===== src/logic/rvPkg.sv =====
`default_nettype none

package rvPkg;

    localparam int xlen = 32;
    localparam int regCount = 32;
    localparam int regAddrW = $clog2(regCount);

    typedef enum logic [6:0] {
        opLoad   = 7'b0000011,
        opStore  = 7'b0100011,
        opRtype  = 7'b0110011,
        opItype  = 7'b0010011,
        opBranch = 7'b1100011,
        opJal    = 7'b1101111
    } opcodeT;

    typedef enum logic [1:0] {
        immI,
        immS,
        immB,
        immJ
    } immSrcT;

    typedef enum logic [1:0] {
        resAlu,
        resMem,
        resPcPlus4
    } resultSrcT;

    typedef enum logic [1:0] {
        aluOpAdd,
        aluOpSub,
        aluOpFunct
    } aluOpT;

    typedef enum logic [2:0] {
        aluAdd,
        aluSub,
        aluAnd,
        aluOr,
        aluSlt
    } aluCtrlT;

endpackage

`default_nettype wire

===== src/logic/ctrlIf.sv =====
`timescale 1ns/1ps
`default_nettype none

interface ctrlIf;
    logic              regWrite;
    rvPkg::immSrcT     immSrc;
    logic              aluSrc;     // immediate as second operand.
    rvPkg::resultSrcT  resultSrc;
    rvPkg::aluCtrlT    aluControl;
    logic              zero;

    modport ctrl (output regWrite, immSrc, aluSrc, resultSrc, aluControl,
                  input zero);

    modport dp (input regWrite, immSrc, aluSrc, resultSrc, aluControl,
                output zero);
endinterface

`default_nettype wire


===== src/logic/rvSlice.sv =====
`timescale 1ns/1ps
`default_nettype none

module rvSlice (
    input  logic                   clk,
    input  logic                   reset,
    input  logic [rvPkg::xlen-1:0] instr,
    input  logic [rvPkg::xlen-1:0] pc,
    input  logic [rvPkg::xlen-1:0] readData,
    output logic                   memWrite,
    output logic                   pcSrc,
    output logic [rvPkg::xlen-1:0] pcTarget,
    output logic [rvPkg::xlen-1:0] aluResult,
    output logic [rvPkg::xlen-1:0] writeData
);

    ctrlIf ctrlBus ();

    controller ctrlUnit (
        .instr   (instr),
        .memWrite(memWrite),
        .pcSrc   (pcSrc),
        .ctrl    (ctrlBus.ctrl)
    );

    datapath dpUnit (
        .clk      (clk),
        .reset    (reset),
        .instr    (instr),
        .pc       (pc),
        .readData (readData),
        .ctrl     (ctrlBus.dp),
        .pcTarget (pcTarget),
        .aluResult(aluResult),
        .writeData(writeData)
    );

endmodule

`default_nettype wire


===== src/logic/datapath.sv =====
`timescale 1ns/1ps
`default_nettype none

module datapath (
    input  logic                   clk,
    input  logic                   reset,
    input  logic [rvPkg::xlen-1:0] instr,
    input  logic [rvPkg::xlen-1:0] pc,
    input  logic [rvPkg::xlen-1:0] readData,
    ctrlIf.dp                      ctrl,
    output logic [rvPkg::xlen-1:0] pcTarget,
    output logic [rvPkg::xlen-1:0] aluResult,
    output logic [rvPkg::xlen-1:0] writeData
);

    logic [rvPkg::xlen-1:0] immExt;
    logic [rvPkg::xlen-1:0] srcA;
    logic [rvPkg::xlen-1:0] srcB;
    logic [rvPkg::xlen-1:0] pcPlus4;
    logic [rvPkg::xlen-1:0] result;

    always_comb begin
        case (ctrl.immSrc)
            rvPkg::immS: immExt = {{(rvPkg::xlen-12){instr[31]}}, instr[31:25], instr[11:7]};
            rvPkg::immB: immExt = {{(rvPkg::xlen-12){instr[31]}}, instr[7], instr[30:25],
                                   instr[11:8], 1'b0};
            rvPkg::immJ: immExt = {{(rvPkg::xlen-20){instr[31]}}, instr[19:12], instr[20],
                                   instr[30:21], 1'b0};
            default:     immExt = {{(rvPkg::xlen-12){instr[31]}}, instr[31:20]};
        endcase
    end

    regFile regs (
        .clk        (clk),
        .reset      (reset),
        .writeEnable(ctrl.regWrite),
        .readAddr1  (instr[19:15]),
        .readAddr2  (instr[24:20]),
        .writeAddr  (instr[11:7]),
        .writeData  (result),
        .readData1  (srcA),
        .readData2  (writeData)
    );

    assign srcB = ctrl.aluSrc ? immExt : writeData; // rs2 or immediate.

    alu aluUnit (
        .srcA      (srcA),
        .srcB      (srcB),
        .aluControl(ctrl.aluControl),
        .result    (aluResult),
        .zero      (ctrl.zero)
    );

    assign pcPlus4  = pc + rvPkg::xlen'(4);
    assign pcTarget = pc + immExt;

    always_comb begin
        case (ctrl.resultSrc)
            rvPkg::resMem:     result = readData;
            rvPkg::resPcPlus4: result = pcPlus4; // jal link.
            default:           result = aluResult;
        endcase
    end

endmodule

`default_nettype wire


===== src/logic/alu.sv =====
`timescale 1ns/1ps
`default_nettype none

module alu (
    input  logic [rvPkg::xlen-1:0] srcA,
    input  logic [rvPkg::xlen-1:0] srcB,
    input  rvPkg::aluCtrlT         aluControl,
    output logic [rvPkg::xlen-1:0] result,
    output logic                   zero
);

    always_comb begin
        case (aluControl)
            rvPkg::aluAdd: result = srcA + srcB;
            rvPkg::aluSub: result = srcA - srcB;
            rvPkg::aluAnd: result = srcA & srcB;
            rvPkg::aluOr:  result = srcA | srcB;
            rvPkg::aluSlt: begin
                // signed compare.
                if ($signed(srcA) < $signed(srcB))
                    result = rvPkg::xlen'(1);
                else
                    result = '0;
            end
            default: result = '0;
        endcase
    end

    assign zero = (result == '0);

endmodule

`default_nettype wire


===== src/logic/regFile.sv =====
`timescale 1ns/1ps
`default_nettype none

module regFile (
    input  logic                       clk,
    input  logic                       reset,
    input  logic                       writeEnable,
    input  logic [rvPkg::regAddrW-1:0] readAddr1,
    input  logic [rvPkg::regAddrW-1:0] readAddr2,
    input  logic [rvPkg::regAddrW-1:0] writeAddr,
    input  logic [rvPkg::xlen-1:0]     writeData,
    output logic [rvPkg::xlen-1:0]     readData1,
    output logic [rvPkg::xlen-1:0]     readData2
);

    logic [rvPkg::xlen-1:0] regs [rvPkg::regCount];

    always_ff @(posedge clk) begin
        if (reset) begin
            for (int i = 0; i < rvPkg::regCount; i++)
                regs[i] <= '0;
        end else if (writeEnable && writeAddr != '0) begin
            regs[writeAddr] <= writeData; // x0 never written.
        end
    end

    assign readData1 = regs[readAddr1];
    assign readData2 = regs[readAddr2];

endmodule

`default_nettype wire


===== src/logic/controller.sv =====
`timescale 1ns/1ps
`default_nettype none

module controller (
    input  logic [rvPkg::xlen-1:0] instr,
    output logic                   memWrite,
    output logic                   pcSrc,
    ctrlIf.ctrl                    ctrl
);

    logic         branch;
    logic         jump;
    rvPkg::aluOpT aluOp;

    mainDecoder mainDec (
        .opcode   (rvPkg::opcodeT'(instr[6:0])),
        .regWrite (ctrl.regWrite),
        .aluSrc   (ctrl.aluSrc),
        .memWrite (memWrite),
        .branch   (branch),
        .jump     (jump),
        .immSrc   (ctrl.immSrc),
        .resultSrc(ctrl.resultSrc),
        .aluOp    (aluOp)
    );

    aluDecoder aluDec (
        .aluOp     (aluOp),
        .funct3    (instr[14:12]),
        .funct7b5  (instr[30]),
        .opb5      (instr[5]),
        .aluControl(ctrl.aluControl)
    );

    assign pcSrc = jump | (branch & ctrl.zero); // taken beq or jal.

endmodule

`default_nettype wire


===== src/logic/aluDecoder.sv =====
`timescale 1ns/1ps
`default_nettype none

module aluDecoder (
    input  rvPkg::aluOpT   aluOp,
    input  logic [2:0]     funct3,
    input  logic           funct7b5,
    input  logic           opb5,
    output rvPkg::aluCtrlT aluControl
);

    always_comb begin
        case (aluOp)
            rvPkg::aluOpAdd: aluControl = rvPkg::aluAdd;
            rvPkg::aluOpSub: aluControl = rvPkg::aluSub;
            rvPkg::aluOpFunct: begin
                case (funct3)
                    3'b000: begin
                        // only R-type sub has both bits set
                        if (funct7b5 && opb5)
                            aluControl = rvPkg::aluSub;
                        else
                            aluControl = rvPkg::aluAdd;
                    end
                    3'b010:  aluControl = rvPkg::aluSlt;
                    3'b110:  aluControl = rvPkg::aluOr;
                    3'b111:  aluControl = rvPkg::aluAnd;
                    default: aluControl = rvPkg::aluAdd; // unsupported funct3.
                endcase
            end
            default: aluControl = rvPkg::aluAdd;
        endcase
    end

endmodule

`default_nettype wire


===== src/logic/mainDecoder.sv =====
`timescale 1ns/1ps
`default_nettype none

module mainDecoder (
    input  rvPkg::opcodeT    opcode,
    output logic             regWrite,
    output logic             aluSrc,
    output logic             memWrite,
    output logic             branch,
    output logic             jump,
    output rvPkg::immSrcT    immSrc,
    output rvPkg::resultSrcT resultSrc,
    output rvPkg::aluOpT     aluOp
);

    always_comb begin
        // everything inactive unless the opcode says otherwise
        regWrite  = 1'b0;
        aluSrc    = 1'b0;
        memWrite  = 1'b0;
        branch    = 1'b0;
        jump      = 1'b0;
        immSrc    = rvPkg::immI;
        resultSrc = rvPkg::resAlu;
        aluOp     = rvPkg::aluOpAdd;
        case (opcode)
            rvPkg::opLoad: begin
                regWrite  = 1'b1;
                aluSrc    = 1'b1;
                resultSrc = rvPkg::resMem;   // load data back.
            end
            rvPkg::opStore: begin
                aluSrc   = 1'b1;
                memWrite = 1'b1;
                immSrc   = rvPkg::immS;
            end
            rvPkg::opRtype: begin
                regWrite = 1'b1;
                aluOp    = rvPkg::aluOpFunct;
            end
            rvPkg::opItype: begin
                regWrite = 1'b1;
                aluSrc   = 1'b1;
                aluOp    = rvPkg::aluOpFunct;
            end
            rvPkg::opBranch: begin
                branch = 1'b1;
                immSrc = rvPkg::immB;
                aluOp  = rvPkg::aluOpSub;    // compare by subtract.
            end
            rvPkg::opJal: begin
                regWrite  = 1'b1;
                jump      = 1'b1;
                immSrc    = rvPkg::immJ;
                resultSrc = rvPkg::resPcPlus4; // link address.
            end
            default: ;
        endcase
    end

endmodule

`default_nettype wire


===== config.mk =====
export PLATFORM = sky130hd
export DESIGN_NAME = rvSlice
export DESIGN_NICKNAME = d
export VERILOG_FILES = /design/src/logic/rvPkg.sv /design/src/logic/ctrlIf.sv /design/src/logic/rvSlice.sv /design/src/logic/datapath.sv /design/src/logic/alu.sv /design/src/logic/regFile.sv /design/src/logic/controller.sv /design/src/logic/aluDecoder.sv /design/src/logic/mainDecoder.sv
export SDC_FILE = /design/constraint.sdc
export NUM_CORES = 2
export LEC_CHECK = 0
export ABC_CLOCK_PERIOD_IN_PS = 5900
export BUFFER_PORTS_ARGS = -buffer_cell sky130_fd_sc_hd__buf_4
export CORE_MARGIN = 10
export CORE_UTILIZATION = 28
export CTS_CLUSTER_DIAMETER = 40
export DETAILED_ROUTE_END_ITERATION = 7
export PLACE_DENSITY_LB_ADDON = 0.08
export SYNTH_ARGS = -nofsm -noshare
export SYNTH_HDL_FRONTEND = slang
export SYNTH_HIERARCHICAL = 1
export SYNTH_SLANG_ARGS = --single-unit

===== constraint.sdc =====
create_clock -name clk -period 5.9 [get_ports clk]
set_input_delay 0 -clock clk [delete_from_list [all_inputs] [get_ports clk]]
set_output_delay 0 -clock clk [all_outputs]
set_load 0.02 [all_outputs]

* Word level (Yosys, flattened, before mapping)
Memories as Yosys holds them, arrays and structs flattened. Index checks and enable logic that the tools add are counted.
Storage, ports and cells: memories kept 1, latch bits 0, word-level logic and storage cells 64, memory bits (read-only) 0, flip-flop bits (word level) 0, RAM bits 1024
Memories:
- dpUnit.regs.regs | words 32, bits a word 32, rd ports 2, clocked after memory_dff 0, write ports 32, line regFile.sv:16 | logic [rvPkg::xlen-1:0] regs [rvPkg::regCount];
Cells by class: equality and inequality tests 20, bitwise logic cells 4, shifts and indexed selects 0, $mul 0, muxes and demuxes 24, add/subtract/negate cells 4, magnitude comparators 1, reduce and logical (&&, ||, !) cells 10, divide/modulo/power cells 0
Operators with widths (number):
- $pmux W32 S5 | 1
- $add A32 B32 Y32 | 2
- $mux W32 | 2
- $pmux W32 S2 | 1
- $pmux W20 S3 | 1
- $add A32 B3 Y32 const B | 1
- $and A32 B32 Y32 | 1
- $logic_not A32 Y1 | 1
- $lt A32 B32 Y1 | 1
- $or A32 B32 Y32 | 1
- $reduce_or A32 Y1 | 1
- $sub A32 B32 Y32 | 1
- $eq A7 B6 Y1 const B | 2
- $eq A7 B7 Y1 const B | 2
- $mux W1 | 13
- $pmux W3 S4 | 1
- $eq A3 B2 Y1 const B | 3
- $eq A3 B3 Y1 const B | 3
- $eq A2 B2 Y1 const B | 4
- $pmux W2 S2 | 2
- $eq A7 B2 Y1 const B | 1
- $eq A7 B5 Y1 const B | 1
- $eq A2 B1 Y1 const B | 3
- $logic_not A3 Y1 | 2
- other kinds (11) | 12

* Depth between registers and ports, before layout
depth after elaboration 11, mapped depth 27, mapped depth without buffers 22

* Cells and area by module
The synthesis kept the hierarchy.
By module, submodules not included:
- regFile | cells an instance 4605, area an instance 55888.6 um2, instances 1
- alu | cells an instance 804, area an instance 5228.8 um2, instances 1
- datapath | cells an instance 522, area an instance 3538.4 um2, instances 1
- mainDecoder | cells an instance 21, area an instance 136.4 um2, instances 1
- aluDecoder | cells an instance 11, area an instance 92.6 um2, instances 1
- controller | cells an instance 1, area an instance 7.5 um2, instances 1

* Least setup slack after synthesis
OpenSTA, ideal clock, no wires.
kind input to register, start point input instr[21] (netlist bit), end point memory dpUnit/regs/regs[10][30] (netlist bit) (data pin), buffers on the path 6, library setup time 0.131 ns, data required time 5.769 ns, arrival 4.811 ns, stages 25, slack 0.958 ns, path through buf_2 > buf_6 > buf_4 > buf_2 > mux2i_1 > nand2_1 > a31oi_1 > nand3_1 > mux2_2 > inv_1 > ha_1 > buf_2 > nor2_1 > nand3_1 > a31oi_1 > o211ai_1 > a21o_1 > or4_1 > a311oi_2 > xor2_1 > o21ai_0 > nand2_1 > o21ai_0 > clkbuf_1 > and2_1
RTL lines:
- start: declaration | line rvSlice.sv:7 | input logic [rvPkg::xlen-1:0] instr,
- end: declaration | line regFile.sv:16

==> impl_metrics.ini <==
[critical_path]
path_buf_inv = 5
path_cells = mux2i_1 -> a22o_1 -> nor3_2 -> a31oi_1 -> buf_4 -> nand3_1 -> buf_4 -> buf_4 -> ha_1 -> a21oi_2 -> a2bb2oi_2 -> o221ai_4 -> o211ai_1 -> buf_4 -> a211oi_4 -> o21ai_1 -> xor2_1 -> nor3_1 -> a211o_1 -> nor4_2 -> and4b_1 -> a21o_1 -> buf_6
crit_path_max_fanout = 3
critPathLaunchType = flip-flop
crit_slowest_cell = a31oi_1
crit_path_end_kind = primary output
crit_family = compound AO/OA/AOI/OAI gates
crit_type = reg2out
path_common_cell = buf_4
critPathArrivalTime_ns = 6.25
required_ns = 5.90
critPathMaxStageDelay_ns = 0.59

[routing]
drt_iter0_drc = 3752
postRouteWirelength_um = 290000
final_antenna_net_count = 0
drt_first_pass_iters = 6
wl_per_cell_um = 29.8
via_per_inst = 5.23
num_vias = 50800
drc = 0

[sta]
worstMarginPinSlew_ns = 0.997
setup_viol = 1
hold_viol_final = 0
layout_setup_ws_ns = -0.347
slew_viol_final = 0
period_needed_ns = 6.25
rsz0062_at_grt = true
fmax_mhz = 160
min_period_over_period_pct = 106
fin_skew_ns = 0.0577
relSlewSlack_pct = 33.5

[pwr]
p_leak_nw = 33.4
power_frac_seq_pct = 30.1
sw_frac_of_total_pct = 32.7
comb_power_share_pct = 26.9
ir_drop_mv = 0.336
switchingPower_mw = 9.12
power_density_mw_per_mm2 = 342
p_int_mw = 18.8
p_clk_share_pct = 42.9

[final_layout]
fill_cells = 22800
syn2layout_area_growth_pct = 25.7
layout-drive-gt1-share_pct = 21.1
final_core_util_pct = 35.4
largest_reg_flops = 1024
nNetsFinal = 6735
top_register = dpUnit/regs/regs
reg_top3 = dpUnit/regs/regs: 1024 flops
stdcell_area_mm2 = 0.0816

[yosys]
ys_seq_area_share_pct = 47.4
netlist_instances = 5964
synth_top_area_share_pct = 47.4
yosysUniqueCellTypes = 100
synth-async-reset-ratio_pct = 0
synth-main-ff-cell = edfxtp_1
ys_warn_count = 6
syn-cell-area_mm2 = 0.0649
synth_edf_count = 1024
synth.largest_area_cell = edfxtp_1
synthTopCellsByArea = edfxtp_1 47%, mux2i_1 16%, and2_1 9.7%
synth_seq_cells = 1024
syn_avg_cell_area_um2 = 10.9

[global_route]
antenna_found_initial = 13
grt_start_max_net_pins = 78
grt_usage_pct = 22.3
grt.overflow.total = 0
grt_pass1_wl_um = 405000
grt_pass1_vias = 51600

[placement]
globalplace.congestion = 0.937
dp_hpwl_um = 200000
place.port_buffers = 195
placed_area_mm2 = 0.0737

[floorplan]
fp.dieArea_mm2 = 0.251
core_area_mm2 = 0.230
die_x_um = 501
start_util_pct = 28.2
ioPinCount = 196
die_h_um = 501
std_cell_rows = 176

[job]
cap_violations = 0

[clock_tree]
cts_tree = yes
clock_path_buffers = 3
cts_sinks = 1024
root_buffer = clkbuf_16
path_clk_slew_ns = 0.05
cts_buffers = 206
ctsHtreeMaxLevel = 4
insertion_delay_ns = 0.86

[status]
violations = negative setup slack
status = complete, but fails checks

[min_path]
hold_path.class = in2reg
synth_stat cells, types with 67 or more instances:
master,instances
a21oi_1,324
a22o_1,130
a22oi_1,216
a31oi_1,80
and2_1,1002
buf_2,127
buf_4,67
clkbuf_1,269
edfxtp_1,1024
ha_1,141
inv_1,123
mux2i_1,1038
nand2_1,321
nand3_1,233
nor2_1,133
nor3_1,92
o21ai_0,97
repair_timing:
action | CTS | global route
hold buffers | 10 | 0
pin swaps | 18 | 20
resized for setup | 79 | 36
hold endpoints to repair | 201 | 0
buffers inserted | 4 | 1
cloned | 0 | 0
endpoints found under the setup margin | 31 | 9
per-layer routing:
layer | track usage [%] | routed length (um) | vias to the layer above
met5 | 0 | 13 | -
met4 | 5.58 | 7160 | 2
met3 | 3.18 | 13600 | 367
met2 | 38.4 | 140000 | 1501
met1 | 29.2 | 128000 | 25900
li1 | - | - | 23000
cell usage in the layout (no fill, tap or decap), drive strengths merged, types with 142 or more instances in the layout:
cell,n
clkbuf,237
nand3,235
inv,142
edfxtp,1024
mux2i,1038
nor2,145
buf,801
nand2,321
and2,1002
a21oi,326
a22oi,216
power by group through the flow:
stage	logic [mW]	clock network (mW)	registers, mW
floorplan	3.33	0	8.50
global placement	7.41	0	8.54
detailed placement	7.38	0	8.54
CTS	7.50	12.2	8.41
global route	7.95	12.5	8.44
finish	7.52	12.0	8.41
kinds of logic (layout without fill, tap and decap cells):
family	after synthesis	in the layout	share of synthesized area, %
and+or+nand+nor	1963	1963	16.9
AOI/OAI and AO/OA	1044	1044	10.8
muxes	1064	1064	16.5
buffers and inverters	646	1319	4.63
other	1	51	0.00578
xor gates and xnor gates	78	78	1.05
adders and majority gates	144	144	2.81
DFF	1024	1024	47.4
cell type report:
class / instances / area, um2 / area share, %
multi-input combinational: 4325 / 32200 / 39.5
sequential: 1024 / 30700 / 37.7
timing repair buffer: 811 / 7250 / 8.89
clock buffer: 237 / 5400 / 6.62
tap: 3026 / 3790 / 4.64
clock inverter: 146 / 1680 / 2.06
inverter: 125 / 469 / 0.575
antenna: 19 / 47.5 / 0.0583
final timing paths:
check	start	cells past startpoint	to	slack, ns
worst min register to register	dpUnit/regs/regs[9][29]	13	dpUnit/regs/regs[13][29]	1.88
worst min-delay path	pc[0]	5	dpUnit/regs/regs[14][0]	0.04
worst max register to register	dpUnit/regs/regs[2][8]	24	dpUnit/regs/regs[1][29]	0.46
worst max-delay path	dpUnit/regs/regs[7][8]	23	pcSrc	-0.35
metrics by stage:
step	std cells	total power [mW]	setup TNS [ns]	hold slack (ns)	worst slack, ns
2_1_floorplan	5995	11.8	0	0.0887	0.958
3_3_place_gp	9296	15.9	-87.33	0.395	-0.537
3_5_place_dp	9296	15.9	-73.50	0.383	-0.499
4_1_cts	9693	28.1	-0.465	0.00468	-0.465
5_1_grt	9696	28.9	-0.637	0.0349	-0.615
6_report	9713	27.9	-0.347	0.0355	-0.347
worst min-delay path: stages:
cell and delay, ns:
buf_4 0.09, a22oi_1 0.10, o21ai_2 0.20, buf_12 0.18, and2_1 0.16
(Power assumes the default switching activity.)
